$ cat src/common/agc_loop_pkg.sv
package agc_loop_pkg;

    ////////////////////
    // Bus and word widths
    localparam int data_w   = 32;
    localparam int addr_w   = 8;
    localparam int scale_w  = 17;
    localparam int offset_w = 16;

    ////////////////////
    // Control loop constants
    localparam logic [scale_w-1:0]  start_scale  = 17'd1800;
    localparam logic [offset_w-1:0] start_offset = 16'd0;
    localparam int scale_step    = 30;     // Scale change per loop pass
    localparam int offset_step   = 25;     // Offset change per loop pass
    localparam int target_rms_sq = 16;
    localparam int rms_sq_tol    = 0;
    localparam int offset_tol    = 5;      // Allowed above/below count mismatch
    localparam int rms_shift     = 13;
    localparam int scale_floor   = 300;
    localparam int scale_ceil    = 130000;
    localparam int boot_cycles   = 31;
    localparam int n_info        = 6;

    // Meaning of the stored information words
    localparam int info_rms_idx    = 1;    // Mean-square sum
    localparam int info_above_idx  = 2;
    localparam int info_below_idx  = 3;
    localparam int info_scale_idx  = 4;
    localparam int info_offset_idx = 5;

    ////////////////////
    // Downstream AGC module map
    localparam logic [addr_w-1:0] ctrl_addr   = 8'h00;
    localparam logic [addr_w-1:0] scale_addr  = 8'h10;
    localparam logic [addr_w-1:0] offset_addr = 8'h14;

    localparam logic [data_w-1:0] cmd_start = 32'h0000_0001;
    localparam logic [data_w-1:0] cmd_reset = 32'h0000_0004;
    localparam logic [data_w-1:0] cmd_load  = 32'h0000_0300;  // Load scale and offset
    localparam logic [data_w-1:0] cmd_apply = 32'h0000_0400;  // Apply loaded values

    localparam int status_done_bit = 1;    // Measurement finished flag
    localparam int host_ctrl_bit   = 6;    // Host address bit for the loop control words

    ////////////////////
    // Bus requests and commands
    typedef struct packed {
        logic              stb;
        logic              we;
        logic [addr_w-1:0] adr;
        logic [data_w-1:0] dat;
    } bus_req_t;

    typedef struct packed {
        logic              cyc;
        logic              stb;
        logic              we;
        logic [addr_w-1:0] adr;
        logic [data_w-1:0] dat;
    } host_req_t;

    // Sequencer to bus master, one transaction each
    typedef struct packed {
        logic              we;
        logic [addr_w-1:0] adr;
        logic [data_w-1:0] dat;
    } loop_cmd_t;

    typedef logic [n_info-1:0][data_w-1:0] info_words_t;

endpackage

$ cat src/agc_loop/agc_sequencer.sv
module agc_sequencer (
    input  logic                               aclk,
    input  logic                               wb_rst_i,
    input  logic                               agc_restart_i,
    output agc_loop_pkg::loop_cmd_t            cmd_o,
    output logic                               cmd_valid_o,
    input  logic                               cmd_ready_i,
    input  logic                               rsp_valid_i,
    input  logic [agc_loop_pkg::data_w-1:0]    rsp_data_i,
    input  logic [agc_loop_pkg::scale_w-1:0]   new_scale_i,
    input  logic [agc_loop_pkg::offset_w-1:0]  new_offset_i,
    output logic                               calc_en_o,
    output agc_loop_pkg::info_words_t          info_o
);
    import agc_loop_pkg::*;

    typedef enum logic [3:0] {
        st_boot,
        st_wr_scale,
        st_wr_offset,
        st_load,
        st_apply,
        st_reset,
        st_start,
        st_poll,
        st_read_info,
        st_calc
    } seq_state_t;

    seq_state_t                         state_q;
    seq_state_t                         next_bus_state;
    logic [$clog2(boot_cycles+1)-1:0]   boot_cnt_q;
    logic [$clog2(n_info)-1:0]          info_idx_q;
    logic                               pending_q;     // Command accepted, response outstanding
    logic                               bus_step;
    logic                               last_info;
    info_words_t                        info_q;

    assign bus_step    = (state_q != st_boot) && (state_q != st_calc);
    assign cmd_valid_o = bus_step && !pending_q;
    assign calc_en_o   = (state_q == st_calc);
    assign last_info   = (info_idx_q == ($clog2(n_info))'(n_info - 1));
    assign info_o      = info_q;

    ////////////////////
    // Command for the current step
    always_comb begin
        cmd_o = '0;
        case (state_q)
            st_wr_scale: begin
                cmd_o.we  = 1'b1;
                cmd_o.adr = scale_addr;
                cmd_o.dat = data_w'(new_scale_i);
            end
            st_wr_offset: begin
                cmd_o.we  = 1'b1;
                cmd_o.adr = offset_addr;
                cmd_o.dat = {{(data_w-offset_w){new_offset_i[offset_w-1]}}, new_offset_i};
            end
            st_load:      cmd_o = '{we: 1'b1, adr: ctrl_addr, dat: cmd_load};
            st_apply:     cmd_o = '{we: 1'b1, adr: ctrl_addr, dat: cmd_apply};
            st_reset:     cmd_o = '{we: 1'b1, adr: ctrl_addr, dat: cmd_reset};
            st_start:     cmd_o = '{we: 1'b1, adr: ctrl_addr, dat: cmd_start};
            st_poll:      cmd_o.adr = ctrl_addr;                       // Status read
            st_read_info: cmd_o.adr = addr_w'({info_idx_q, 2'b00});    // Word address
            default: ;
        endcase
    end

    // Where a bus step goes once its response is back
    always_comb begin
        case (state_q)
            st_wr_scale:  next_bus_state = st_wr_offset;
            st_wr_offset: next_bus_state = st_load;
            st_load:      next_bus_state = st_apply;
            st_apply:     next_bus_state = st_reset;
            st_reset:     next_bus_state = st_start;
            st_start:     next_bus_state = st_poll;
            st_poll:      next_bus_state = rsp_data_i[status_done_bit] ? st_read_info : st_poll;
            st_read_info: next_bus_state = last_info ? st_calc : st_read_info;
            default:      next_bus_state = st_boot;
        endcase
    end

    ////////////////////
    // Loop control
    always_ff @(posedge aclk) begin
        if (wb_rst_i || agc_restart_i) begin
            state_q    <= st_boot;
            boot_cnt_q <= ($clog2(boot_cycles+1))'(boot_cycles);
            info_idx_q <= '0;
            pending_q  <= 1'b0;
        end else begin
            if (cmd_valid_o && cmd_ready_i) pending_q <= 1'b1;
            if (rsp_valid_i) pending_q <= 1'b0;

            case (state_q)
                st_boot: begin
                    if (boot_cnt_q != '0) boot_cnt_q <= boot_cnt_q - 1'b1;
                    else state_q <= st_wr_scale;      // First pass uses the start values
                end
                st_calc: state_q <= st_wr_scale;
                default: begin
                    if (rsp_valid_i) begin
                        state_q <= next_bus_state;
                        if (state_q == st_poll) info_idx_q <= '0;
                        if (state_q == st_read_info) info_idx_q <= info_idx_q + 1'b1;
                    end
                end
            endcase
        end
    end

    // Information store, refreshed each pass
    always_ff @(posedge aclk) begin
        if (rsp_valid_i && state_q == st_read_info) begin
            info_q[info_idx_q] <= rsp_data_i;
        end else if (rsp_valid_i && state_q == st_apply) begin
            info_q[info_scale_idx]  <= data_w'(new_scale_i);    // Applied values
            info_q[info_offset_idx] <= data_w'(new_offset_i);
        end
    end

endmodule

$ cat src/agc_loop/agc_bus_master.sv
module agc_bus_master (
    input  logic                             aclk,
    input  logic                             wb_rst_i,
    input  logic                             agc_restart_i,
    input  agc_loop_pkg::loop_cmd_t          cmd_i,
    input  logic                             cmd_valid_i,
    output logic                             cmd_ready_o,
    output logic                             rsp_valid_o,
    output logic [agc_loop_pkg::data_w-1:0]  rsp_data_o,
    output agc_loop_pkg::bus_req_t           down_req_o,
    input  logic                             down_ack_i,
    input  logic [agc_loop_pkg::data_w-1:0]  down_dat_i
);
    import agc_loop_pkg::*;

    typedef enum logic {
        bm_idle,
        bm_wait
    } bm_state_t;

    bm_state_t   state_q;
    logic        stb_q;
    loop_cmd_t   cmd_q;        // Request fields held for the whole cycle
    logic        accept;

    assign cmd_ready_o = (state_q == bm_idle);
    assign accept      = cmd_valid_i && cmd_ready_o;

    assign down_req_o.stb = stb_q;
    assign down_req_o.we  = cmd_q.we;
    assign down_req_o.adr = cmd_q.adr;
    assign down_req_o.dat = cmd_q.dat;

    always_ff @(posedge aclk) begin
        if (wb_rst_i || agc_restart_i) begin
            state_q     <= bm_idle;
            stb_q       <= 1'b0;
            rsp_valid_o <= 1'b0;
        end else begin
            rsp_valid_o <= 1'b0;
            case (state_q)
                bm_idle: begin
                    if (accept) begin
                        stb_q   <= 1'b1;
                        state_q <= bm_wait;
                    end
                end
                bm_wait: begin
                    if (down_ack_i) begin     // Strobe drops the next cycle
                        stb_q       <= 1'b0;
                        rsp_valid_o <= 1'b1;
                        state_q     <= bm_idle;
                    end
                end
                default: state_q <= bm_idle;
            endcase
        end
    end

    always_ff @(posedge aclk) begin
        if (accept) cmd_q <= cmd_i;
        if (state_q == bm_wait && down_ack_i) rsp_data_o <= down_dat_i;  // Ack cycle data
    end

endmodule

$ cat src/agc_loop/agc_gain_calc.sv
module agc_gain_calc (
    input  logic                               aclk,
    input  logic                               wb_rst_i,
    input  logic                               agc_restart_i,
    input  logic                               calc_en_i,
    input  agc_loop_pkg::info_words_t          info_i,
    output logic [agc_loop_pkg::scale_w-1:0]   scale_o,
    output logic [agc_loop_pkg::offset_w-1:0]  offset_o
);
    import agc_loop_pkg::*;

    logic [data_w-1:0]     rms_sq;
    logic [data_w-1:0]     cur_scale;
    logic [data_w:0]       above_cnt;
    logic [data_w:0]       below_cnt;
    logic [scale_w-1:0]    scale_next;
    logic [offset_w-1:0]   offset_next;

    assign rms_sq    = info_i[info_rms_idx] >> rms_shift;     // Reduced mean square
    assign cur_scale = info_i[info_scale_idx];
    assign above_cnt = {1'b0, info_i[info_above_idx]};
    assign below_cnt = {1'b0, info_i[info_below_idx]};

    ////////////////////
    // Fixed step rules
    always_comb begin
        scale_next = scale_o;
        if (rms_sq > data_w'(target_rms_sq + rms_sq_tol)) begin
            // Too loud so back off the gain
            if (cur_scale > data_w'(scale_floor))
                scale_next = cur_scale[scale_w-1:0] - scale_w'(scale_step);
            else
                scale_next = cur_scale[scale_w-1:0];
        end else if (rms_sq < data_w'(target_rms_sq - rms_sq_tol)) begin
            if (cur_scale < data_w'(scale_ceil))
                scale_next = cur_scale[scale_w-1:0] + scale_w'(scale_step);
            else
                scale_next = cur_scale[scale_w-1:0];
        end
    end

    always_comb begin
        offset_next = offset_o;
        if (above_cnt > below_cnt + (data_w+1)'(offset_tol))
            offset_next = info_i[info_offset_idx][offset_w-1:0] - offset_w'(offset_step);
        else if (below_cnt > above_cnt + (data_w+1)'(offset_tol))
            offset_next = info_i[info_offset_idx][offset_w-1:0] + offset_w'(offset_step);
    end

    always_ff @(posedge aclk) begin
        if (wb_rst_i || agc_restart_i) begin
            scale_o  <= start_scale;
            offset_o <= start_offset;
        end else if (calc_en_i) begin
            scale_o  <= scale_next;
            offset_o <= offset_next;
        end
    end

endmodule

$ cat src/verilog/agc_host_regs.sv
module agc_host_regs (
    input  logic                             aclk,
    input  logic                             wb_rst_i,
    input  agc_loop_pkg::host_req_t          host_req_i,
    output logic                             host_ack_o,
    output logic [agc_loop_pkg::data_w-1:0]  host_dat_o,
    input  agc_loop_pkg::info_words_t        info_i
);
    import agc_loop_pkg::*;

    typedef enum logic [1:0] {
        hr_idle,
        hr_access,
        hr_ack
    } host_state_t;

    host_state_t         state_q;
    logic [3:0]          reg_idx;
    logic [data_w-1:0]   rd_word;
    logic [data_w-1:0]   resp_q;

    assign reg_idx    = host_req_i.adr[5:2];
    assign host_ack_o = (state_q == hr_ack);
    assign host_dat_o = resp_q;

    ////////////////////
    // Read decode
    always_comb begin
        rd_word = '0;
        if (host_req_i.adr[host_ctrl_bit]) begin
            if (reg_idx == 4'd0) rd_word = data_w'(scale_w'(scale_step));
            else if (reg_idx == 4'd1) rd_word = data_w'($signed(offset_w'(offset_step)));
        end else if (reg_idx < 4'(n_info)) begin
            rd_word = info_i[reg_idx[2:0]];
        end
    end

    always_ff @(posedge aclk) begin
        if (wb_rst_i) begin
            state_q <= hr_idle;
        end else begin
            case (state_q)
                hr_idle:   if (host_req_i.cyc && host_req_i.stb) state_q <= hr_access;
                hr_access: state_q <= hr_ack;
                hr_ack:    state_q <= hr_idle;
                default:   state_q <= hr_idle;
            endcase
        end
    end

    // Writes only get their ack
    always_ff @(posedge aclk) begin
        if (state_q == hr_access && !host_req_i.we) resp_q <= rd_word;
    end

endmodule

$ cat src/verilog/agc_loop_top.sv
module agc_loop_top (
    input  logic                             aclk,
    input  logic                             wb_rst_i,
    input  logic                             agc_restart_i,

    // Host register port
    input  agc_loop_pkg::host_req_t          host_req_i,
    output logic                             host_ack_o,
    output logic [agc_loop_pkg::data_w-1:0]  host_dat_o,

    // Downstream AGC module
    output agc_loop_pkg::bus_req_t           down_req_o,
    input  logic                             down_ack_i,
    input  logic [agc_loop_pkg::data_w-1:0]  down_dat_i
);
    import agc_loop_pkg::*;

    loop_cmd_t             cmd;
    logic                  cmd_valid;
    logic                  cmd_ready;
    logic                  rsp_valid;
    logic [data_w-1:0]     rsp_data;
    logic [scale_w-1:0]    new_scale;
    logic [offset_w-1:0]   new_offset;
    logic                  calc_en;
    info_words_t           info;

    agc_sequencer u_sequencer (
        .aclk          (aclk),
        .wb_rst_i      (wb_rst_i),
        .agc_restart_i (agc_restart_i),
        .cmd_o         (cmd),
        .cmd_valid_o   (cmd_valid),
        .cmd_ready_i   (cmd_ready),
        .rsp_valid_i   (rsp_valid),
        .rsp_data_i    (rsp_data),
        .new_scale_i   (new_scale),
        .new_offset_i  (new_offset),
        .calc_en_o     (calc_en),
        .info_o        (info)
    );

    agc_bus_master u_bus_master (
        .aclk          (aclk),
        .wb_rst_i      (wb_rst_i),
        .agc_restart_i (agc_restart_i),
        .cmd_i         (cmd),
        .cmd_valid_i   (cmd_valid),
        .cmd_ready_o   (cmd_ready),
        .rsp_valid_o   (rsp_valid),
        .rsp_data_o    (rsp_data),
        .down_req_o    (down_req_o),
        .down_ack_i    (down_ack_i),
        .down_dat_i    (down_dat_i)
    );

    agc_gain_calc u_gain_calc (
        .aclk          (aclk),
        .wb_rst_i      (wb_rst_i),
        .agc_restart_i (agc_restart_i),
        .calc_en_i     (calc_en),
        .info_i        (info),
        .scale_o       (new_scale),
        .offset_o      (new_offset)
    );

    // Host side stays up across a loop restart
    agc_host_regs u_host_regs (
        .aclk          (aclk),
        .wb_rst_i      (wb_rst_i),
        .host_req_i    (host_req_i),
        .host_ack_o    (host_ack_o),
        .host_dat_o    (host_dat_o),
        .info_i        (info)
    );

endmodule

$ cat config.mk
export PLATFORM = sky130hd
export DESIGN_NAME = agc_loop_top
export DESIGN_NICKNAME = d
export VERILOG_FILES = /design/src/common/agc_loop_pkg.sv /design/src/agc_loop/agc_sequencer.sv /design/src/agc_loop/agc_bus_master.sv /design/src/agc_loop/agc_gain_calc.sv /design/src/verilog/agc_host_regs.sv /design/src/verilog/agc_loop_top.sv
export SDC_FILE = /design/constraint.sdc
export NUM_CORES = 1
export LEC_CHECK = 0
export BUFFER_PORTS_ARGS = -buffer_cell sky130_fd_sc_hd__buf_2
export CAP_MARGIN = 20
export CORE_ASPECT_RATIO = 1.25
export CORE_MARGIN = 3
export CORE_UTILIZATION = 25
export CTS_CLUSTER_DIAMETER = 60
export DETAILED_ROUTE_END_ITERATION = 10
export GPL_TIMING_DRIVEN = 0
export SYNTH_ARGS = -nofsm -noshare
export SYNTH_HDL_FRONTEND = slang
export SYNTH_HIERARCHICAL = 1
export SYNTH_SLANG_ARGS = --single-unit
$ cat constraint.sdc
create_clock -name aclk -period 12.48 [get_ports aclk]
set_input_delay 1.248 -clock aclk [delete_from_list [all_inputs] [get_ports aclk]]
set_output_delay 1.248 -clock aclk [all_outputs]
set_load 0.01 [all_outputs]
### Yosys cells after proc, flatten, opt, wreduce, memory -nomap -nowiden

Cells that the tools add are included.

* flip-flop bits (word level): 348
* input port bits: 79
* output and inout port bits: 75
* logic and storage cells: 128

* add/sub/neg operators: 8
* $lt $le $gt $ge: 10
* equality and inequality tests: 18
* muxes and demuxes: 37
* bitwise logic cells: 2
* reductions and logical operators: 32

Operator list (count)
* $bwmux W192: 1
* $pmux W32 S6: 1
* $mux W32: 5
* $mux W64: 2
* $bmux W32 S3: 1
* $demux W32 S3: 1
* $mux W17: 4
* $add A32 B3 Y33 const B: 2
* $gt A32 B33 Y1: 2
* $gt A32 B9 Y1 const B: 1
* $lt A32 B17 Y1 const B: 1
* $mux W16: 2
* $pmux W4 S8: 1
* $gt A19 B5 Y1 const B: 1
* $lt A19 B5 Y1 const B: 1
* $add A17 B5 Y17 const B: 1
* $sub A17 B5 Y17 const B: 1
* $add A16 B5 Y16 const B: 1
* $eq A4 B3 Y1 const B: 4
* $sub A16 B5 Y16 const B: 1
* $pmux W5 S3: 1
* $mux W4: 3
* $reduce_and A2 Y1: 5
* $logic_and A1 B1 Y1: 9
* 33 further kinds: 55

### Depth between registers and ports, before layout

Gate-level depths: netlist (run 1).

* depth in word-level cells: 6
* mapped depth: 23
* depth with buffers taken out: 22

### Hierarchy

Netlist (run 1), hierarchy kept.

By module, submodules not included
* agc_sequencer: times used 1, cells an instance 578, area an instance 7971.4 um^2, sequential area each 6025.8 um^2
* agc_gain_calc: times used 1, cells an instance 651, area an instance 4969.8 um^2, sequential area each 660.6 um^2
* agc_host_regs: times used 1, cells an instance 263, area an instance 2882.8 um^2, sequential area each 1001.0 um^2
* agc_bus_master: times used 1, cells an instance 86, area an instance 2328.5 um^2, sequential area each 2252.2 um^2

### Least setup slack after synthesis (run 1)

No wires, ideal clock.

* path kind: register -> register
* from: reg u_sequencer.info_q (netlist bit u_sequencer/info_o[99])
* to: reg u_gain_calc/offset_o[14] in the netlist's numbering
* setup time: 123 ps
* data arrival time: 5043 ps
* data required time: 12357 ps
* setup slack: 7315 ps
* stages on the path, launching flop included: 23
* path buffers: 1
* clock period less this slack: 5165 ps
* cell sequence: edfxtp_1 nand4_1 nor4_1 and3_1 clkbuf_1 nand4_1 xor2_1 ha_1 a211oi_1 o211ai_1 o221ai_1 o211ai_1 o21ai_1 inv_1 ha_1 nor2b_1 o31ai_1 a221oi_1 o31a_1 o211ai_1 o21ai_0 xnor2_1 o22ai_1

* word-level cells in the longest chain between the ends: 4
* elaborated cells between the ends (all ways): 6
* classes of those cells: add/sub (1); order compare (2); mux (1); reduce/logical (2)

Ends and longest elaborated chain
* from (decl): line agc_sequencer.sv:37 `info_words_t info_q;`
* from (signal, indexed assignment): line agc_sequencer.sv:117 `info_q[info_idx_q] <= rsp_data_i;`
* from (signal, indexed assignment): line agc_sequencer.sv:119 `info_q[info_scale_idx] <= data_w'(new_scale_i);`
* from (signal, indexed assignment): line agc_sequencer.sv:120 `info_q[info_offset_idx] <= data_w'(new_offset_i);`
* $add A32 B3 Y33: line agc_gain_calc.sv:44 `if (above_cnt > below_cnt + (data_w+1)'(offset_tol))`
* $gt A32 B33 Y1: line agc_gain_calc.sv:44
* $reduce_bool A2 Y1 (no source line)
* $reduce_and A2 Y1 (no source line)
* to (signal assigned): line agc_gain_calc.sv:53 `offset_o <= start_offset;`
* to (signal assigned): line agc_gain_calc.sv:56 `offset_o <= offset_next;`
* to (decl): line agc_gain_calc.sv:8 `output logic [agc_loop_pkg::offset_w-1:0] offset_o`

Several ways; a longest one is shown, not always the timed one.
A chain may end at the register's enable or synchronous reset.

### Worst setup path in the final report (run 1)

Ends and elaborated chain as after synthesis.

==> reports/metrics.csv, run 1 <==
metric,value,unit
Final setup viols,0,
Crit path max-delay family,simple AND/OR/NAND/NOR gates,
Post-DP Area,0.0202,mm²
Max transition margin,0.365,
# clock sinks,348,
CP max stage delay,700,ps
DR pass1 iterations,5,
DR iter-0 viols,990,
top cell type by total area after synthesis,edfxtp_1,
HPWL after DPL,43500,µm
final wirelength,55800,µm
WP data required,12900,ps
RSZ-0062 raised after global routing,no,
cell row count,109,
skew final,24.4,ps
Tmin final,7030,ps
DRC errors left,0,
# nets final,1927,
data arrival time of the worst path,7450,ps
GR Util All Layers,0.144,
Max VDD drop,0.0898,mV
Hold WC Path Type,reg2reg,
Hold Buf Count CTS,0,
CP Cell Sequence,nand4_1 > nor4_2 > and4_1 > clkbuf_1 > nand3_1 > xor2_1 > ha_1 > nand3_1 > nor2_1 > and4_1 > a31oi_1 > o21ai_1 > inv_1 > ha_1 > nor2b_1 > o31ai_1 > a221oi_1 > o31a_1 > o211ai_1 > o21ai_0 > xnor2_1 > o22ai_1,
global-route wire length before repair,83300,µm
Worst Tran Pin Value,951,ps
vias in the first global route,13600,
sequential share of the synthesized area,0.548,
Main synth FF type,edfxtp_1,
clk buf depth,3,
Area contributors post-synth,"edfxtp_1 49%, ha_1 5.9%, dfxtp_1 5.6%",
Slew Limit Fails,0,
critical path type,reg2reg,
status,finished clean,
"EDFF count, synth",297,
CTS tree,yes,
die extent in x,247,µm
mean post-synth cell area,11.5,µm²
postcts setup bufs,0,
vias per cell,4.84,
CP max FO,12,
via count,13200,
CORE AREA,0.0713,mm²
Pwr per Cell Area,115,mW/mm²
clock root cell,clkbuf_16,
Resized cells post-CTS,0,
synth warn,6,
crit path capture type,flop,
DIE AREA,0.0759,mm²
Hold Fails Final Rpt,0,
Worst path slowest cell,nor4_2,
"FF+latch count, synth",348,
Clock transition at path regs,60,ps
worst path buffer plus inverter count,2,
Synth-to-Final Area Change,18.1,%
top post-synthesis cells by count,"297 x edfxtp_1, 232 x nand2_1, 114 x a21oi_1",
final instance area,0.0214,mm²
Final ANT Viol Nets,0,
Overflow after GRT,0,
f_max,0.142,GHz
share of layout cells above drive strength 1,0.197,
leakage power,7.82,nW
die height,307,µm
async set-reset flop share out of synthesis,0,
Starting Density,0.254,
post-synthesis cell type count,77,
Ports,154,
Worst-Skew Late Latency,560,ps
share of the synthesized area in the top cell type,0.491,
GP Congestion,0.931,
initial antenna violation count,3,
cells after synthesis,1578,
H-tree depth,2,
top-count cell post-synth,edfxtp_1,
final setup TNS,0,ps
Critical Path Source Type,flop,
maxcap violations,0,
Final Core Density,0.301,
Final Cycle Share,0.563,
I/O Buffers,117,
Synth Cell Area,0.0182,mm²
Filler cells,7273,
Num CTS Buffers,37,
DR WL/cell,20.4,µm
largest net degree at the start of global routing,35,
## final timing paths
check / from / to / slack [ps] / cells after the start
setup reg to reg: u_sequencer/info_o[99] / u_gain_calc/offset_o[14] / 5450 / 22
hold / removal: u_host_regs/state_q[1] / u_host_regs/state_q[0] / 430 / 1
hold reg to reg: u_host_regs/state_q[1] / u_host_regs/state_q[0] / 430 / 1
setup / recovery: u_sequencer/info_o[99] / u_gain_calc/offset_o[14] / 5450 / 22
## per-layer routing
| layer | track usage | up-vias | share of wire | wire length [µm] |
|---|---|---|---|---|
| li1 | - | 6227 | - | - |
| met1 | 0.162 | 6478 | 0.38 | 21200 |
| met2 | 0.266 | 387 | 0.52 | 29000 |
| met3 | 0.0220 | 133 | 0.051 | 2860 |
| met4 | 0.0683 | 0 | 0.048 | 2670 |
| met5 | 0 | - | 0 | 0 |
## flip-flops by register name (all words and copies together) (netlist names), 2 cells and up
name and count:
u_sequencer/info_o 192, u_sequencer/boot_cnt_q 5, u_bus_master/rsp_data_o 32, u_host_regs/state_q 2
u_sequencer/info_idx_q 3, u_bus_master/down_req_o 41, u_gain_calc/scale_o 17, u_sequencer/state_q 4
u_gain_calc/offset_o 16, u_host_regs/host_dat_o 32
## metrics by stage
step           power (mW)  hold WS (ps)  worst slack [ps]  cells
3_3_place_gp         1.34           411              4570   2642
2_1_floorplan        1.31           402              7310   1582
5_1_grt              2.53           459              5030   2734
4_1_cts              2.49           435              5380   2732
3_5_place_dp         1.34           427              5410   2665
6_report             2.45           435              5450   2735
## cells in the final DEF (no fill, tap or decap), types with 8 or more instances in the layout
cell       instances
a22oi_1           32
buf_2            137
inv_1             26
nor4_1            13
o21ai_0           35
nand4_1           29
a211oi_1          17
nand3_1           69
a21oi_1          114
clkbuf_1          36
nand2b_1           8
clkbuf_16         38
xor2_1            56
buf_6              8
nand2_1          232
and2_1             8
a21o_1            17
mux2i_1           26
buf_4             52
nor2_1            66
edfxtp_1         297
mux2_1            27
dfxtp_1           51
a22o_1            14
xnor2_1           35
and3_1            19
mux2_2            54
o211ai_1          11
nor3_1            16
and4_1             9
nor2b_1           13
ha_1              85
## power by group
part / leakage (nW) / total, mW / switching, mW / internal (mW)
combinational: 4.19 / 0.0663 / 0.0391 / 0.0272
sequential: 3.03 / 1.25 / 0.000997 / 1.25
clock: 0.604 / 1.14 / 0.464 / 0.675
total: 7.82 / 2.45 / 0.504 / 1.95
## cell families (layout without fill, tap and decap cells)
logic type / after synthesis / count (layout) / share of synthesized area
simple gates: 529 / 529 / 0.142
flops: 348 / 348 / 0.548
compound gates: 300 / 300 / 0.107
mux: 107 / 107 / 0.0646
xor+xnor: 91 / 91 / 0.0439
buf+inv: 116 / 324 / 0.0354
other cells: 1 / 7 / 0.000207
fa+ha+maj: 86 / 86 / 0.0597
## layout make-up
cell class / count / area, µm² / share of cell area
sequential: 348 / 9940 / 0.464
multi-input combinational: 1118 / 7630 / 0.356
tap: 943 / 1180 / 0.0550
clock buffer: 48 / 1000 / 0.0468
timing repair buffer: 141 / 801 / 0.0374
buffer: 90 / 544 / 0.0254
clock inverter: 19 / 236 / 0.0110
inverter: 26 / 97.6 / 0.00455
antenna: 2 / 5.00 / 0.000233
(Power assumes the default switching activity.)
==> run 2: changes to the inputs <==
--- a/config.mk
+++ b/config.mk
@@ -5,6 +5,7 @@
 export SDC_FILE = /design/constraint.sdc
 export NUM_CORES = 1
 export LEC_CHECK = 0
+export ABC_AREA = 1
 export BUFFER_PORTS_ARGS = -buffer_cell sky130_fd_sc_hd__buf_2
 export CAP_MARGIN = 20
 export CORE_ASPECT_RATIO = 1.25
==> constraint.sdc (replaced) <==
create_clock -name aclk -period 6.55 [get_ports aclk]
set_input_delay 0.655 -clock aclk [delete_from_list [all_inputs] [get_ports aclk]]
set_output_delay 0.655 -clock aclk [all_outputs]
set_load 0.01 [all_outputs]
==> reports/metrics.csv, run 2 <==
metric,value,unit
Overflow after GRT,0,
maxcap violations,0,
n_diodes,0,
P_sw,1.02,mW
GR Util All Layers,0.143,
share of layout cells above drive strength 1,0.141,
Hold WC Path Type,in2reg,
crit path capture type,flop,
data arrival time of the worst path,6370,ps
vias in the first global route,14700,
Final setup viols,0,
cell row count,113,
Post-DP Area,0.0213,mm²
Worst path slowest cell,nor3_1,
global-route wire length before repair,86900,µm
Final Core Density,0.296,
sequential share of the synthesized area,0.516,
hold_sp,down_dat_i[9],
Pwr per Cell Area,207,mW/mm²
# clock sinks,348,
# nets final,2474,
DR WL/cell,17.6,µm
Worst path most repeated cell,nand2_1,
Final ANT Viol Nets,0,
Multi-input gate area,0.00795,mm²
top cell type by total area after synthesis,edfxtp_1,
sequential cell area,0.00994,mm²
HPWL after DPL,46100,µm
"commonest non-fill, non-tap cells in the layout","444 x nand2_1, 297 x edfxtp_1, 245 x nor2_1",
die extent in x,254,µm
RSZ-0062 raised after global routing,no,
worst path buffer plus inverter count,1,
Int Pwr,3.64,mW
final instance area,0.0225,mm²
Max transition margin,0.311,
post-synthesis mux area share,0,
Clock power frac,0.457,
postcts setup bufs,0,
DIE AREA,0.0804,mm²
Max VDD drop,0.164,mV
Main synth FF type,edfxtp_1,
Area contributors post-synth,"edfxtp_1 46%, nand2_1 8.7%, ha_1 5.5%",
async set-reset flop share out of synthesis,0,
skew final,17.5,ps
CORE AREA,0.0762,mm²
WP data required,7000,ps
Crit path max-delay family,simple AND/OR/NAND/NOR gates,
Tmin final,5930,ps
DRC errors left,0,
status,finished clean,
xor/xnor cell area share of the yosys netlist,0.0423,
Synth-to-Final Area Change,17.1,%
final wirelength,58200,µm
Ports,154,
CP Launch Point,u_sequencer/info_o[96],
"EDFF count, synth",297,
Synth Cell Area,0.0192,mm²
CTS tree,yes,
largest family of logic cells by synthesized area,simple AND/OR/NAND/NOR gates,
cell total after placement,3244,
sw frac,0.218,
H-tree depth,2,
cells after synthesis,2131,
Flop pwr share,0.511,
clk buf depth,3,
DR iter-0 viols,1235,
max reg flops,192,
Post-Synth Simple-Gate Area,0.225,
I/O Buffers,116,
top post-synthesis cells by count,"445 x nand2_1, 297 x edfxtp_1, 247 x nor2_1",
setup slack at placement,497,ps
Worst-Skew Late Latency,550,ps
post-synthesis cell type count,57,
CP max stage delay,460,ps
vias per cell,4.62,
slack of the critical path,624,ps
Filler cells,7958,
leakage power,9.07,nW
R2R Path Start,u_sequencer/info_o[96],
largest net degree at the start of global routing,34,
Synth Area in Compound Gates,0.0865,
adder-cell share of the synthesized area,0.0563,
share of the synthesized area in the top cell type,0.463,
Worst Tran Pin Value,1030,ps
Num CTS Buffers,39,
"most common cell after layout, fill and taps aside",nand2_1,
die height,316,µm
top-count cell post-synth,nand2_1,
clock root cell,clkbuf_16,
synth warn,6,
critical path type,reg2reg,
CP max FO,12,
Critical Path Source Type,flop,
GP Congestion,0.917,
Final Cycle Share,0.905,
Comb pwr share,0.033,
DR pass1 iterations,5,
Hold Fails Final Rpt,0,
mean post-synth cell area,9.03,µm²
Starting Density,0.253,
post-route insts no fill,3316,
f_max,0.169,GHz
"Power, Total",4.66,mW
Clock transition at path regs,60,ps
Slew Limit Fails,0,
via count,15300,
initial antenna violation count,1,
"FF+latch count, synth",348,
run 2: changes by cell type after synthesis, sizes merged, moves of 26 or more:
cell	before	now
mux2	81	0
nand3	69	175
o22ai	2	43
nor2	72	259
mux2i	26	0
a22oi	32	0
o21ai	44	110
nand2	233	456
inv	26	233
run 2: path summary, 6_finish.rpt:
kind / end / slack [ps] / depth (start not counted)
worst max-delay path: u_gain_calc/offset_o[15] / 620 / 26
worst min-delay path: u_bus_master/rsp_data_o[9] / 270 / 1
worst max register to register: u_gain_calc/offset_o[15] / 620 / 26
worst min register to register: u_sequencer/pending_q / 470 / 2
run 2: timing repair:
action,in CTS,in global routing
endpoints found under the setup margin,0,1
hold buffers,0,0
gates resized for setup,0,1
run 2: per-layer routing:
layer | wire [µm] | vias to the layer above | global-route usage
met3 | 3270 | 104 | 0.0187
met4 | 2140 | 0 | 0.0531
met2 | 29300 | 510 | 0.257
li1 | - | 7569 | -
met1 | 23500 | 7152 | 0.173
met5 | 0 | - | 0
run 2: power groups by stage:
| stage | sequential, mW | combinational, mW | clock [mW] |
|---|---|---|---|
| 6_report | 2.38 | 0.152 | 2.13 |
| 5_1_grt | 2.38 | 0.168 | 2.27 |
| 4_1_cts | 2.38 | 0.152 | 2.19 |
| 3_5_place_dp | 2.43 | 0.152 | 0 |
| 3_3_place_gp | 2.43 | 0.150 | 0 |
| 2_1_floorplan | 2.43 | 0.0863 | 0 |
run 2: logic make-up (layout without fill, tap and decap cells):
kind of cell,Yosys count,after routing
buf+inv,327,531
xor+xnor,93,93
fa+ha+maj,86,86
simple gates,976,976
other cells,1,5
compound gates,300,300
flops,348,348
run 2: worst reg2reg max path, cell delays in order (launching register included):
cell and delay, ps:
edfxtp_1 420, ha_1 210, nor2_1 70, nor2_1 300, nand4_1 320, nor3b_2 390
nand2_1 190, xor2_1 180, ha_1 300, nand2_1 90, nor3_1 460, nand4_1 220
nor2_1 130, nand2_1 240, nand2_4 220, inv_1 230, ha_1 410, a21oi_1 160
nand2_1 110, a21boi_0 270, o21ai_0 230, a21oi_1 280, nand3_1 110, nand2_1 90
nand3_1 90, nand2_1 70, nor2_1 30
run 2: per-stage QoR:
step / hold WS (ps) / setup TNS (ps)
floorplan: 422 / 0
global placement: 435 / -8950
detailed placement: 461 / 0
CTS: 233 / 0
global route: 251 / 0
finish: 274 / 0
run 2: layout make-up:
type | count | share of cell area
Buffer | 92 | 0.0236
Clock buffer | 46 | 0.0454
Clock inverter | 25 | 0.00977
Inverter | 235 | 0.0391
Multi-Input combinational cell | 1460 | 0.353
Sequential cell | 348 | 0.441
Tap cell | 977 | 0.0542
Timing Repair Buffer | 133 | 0.0343
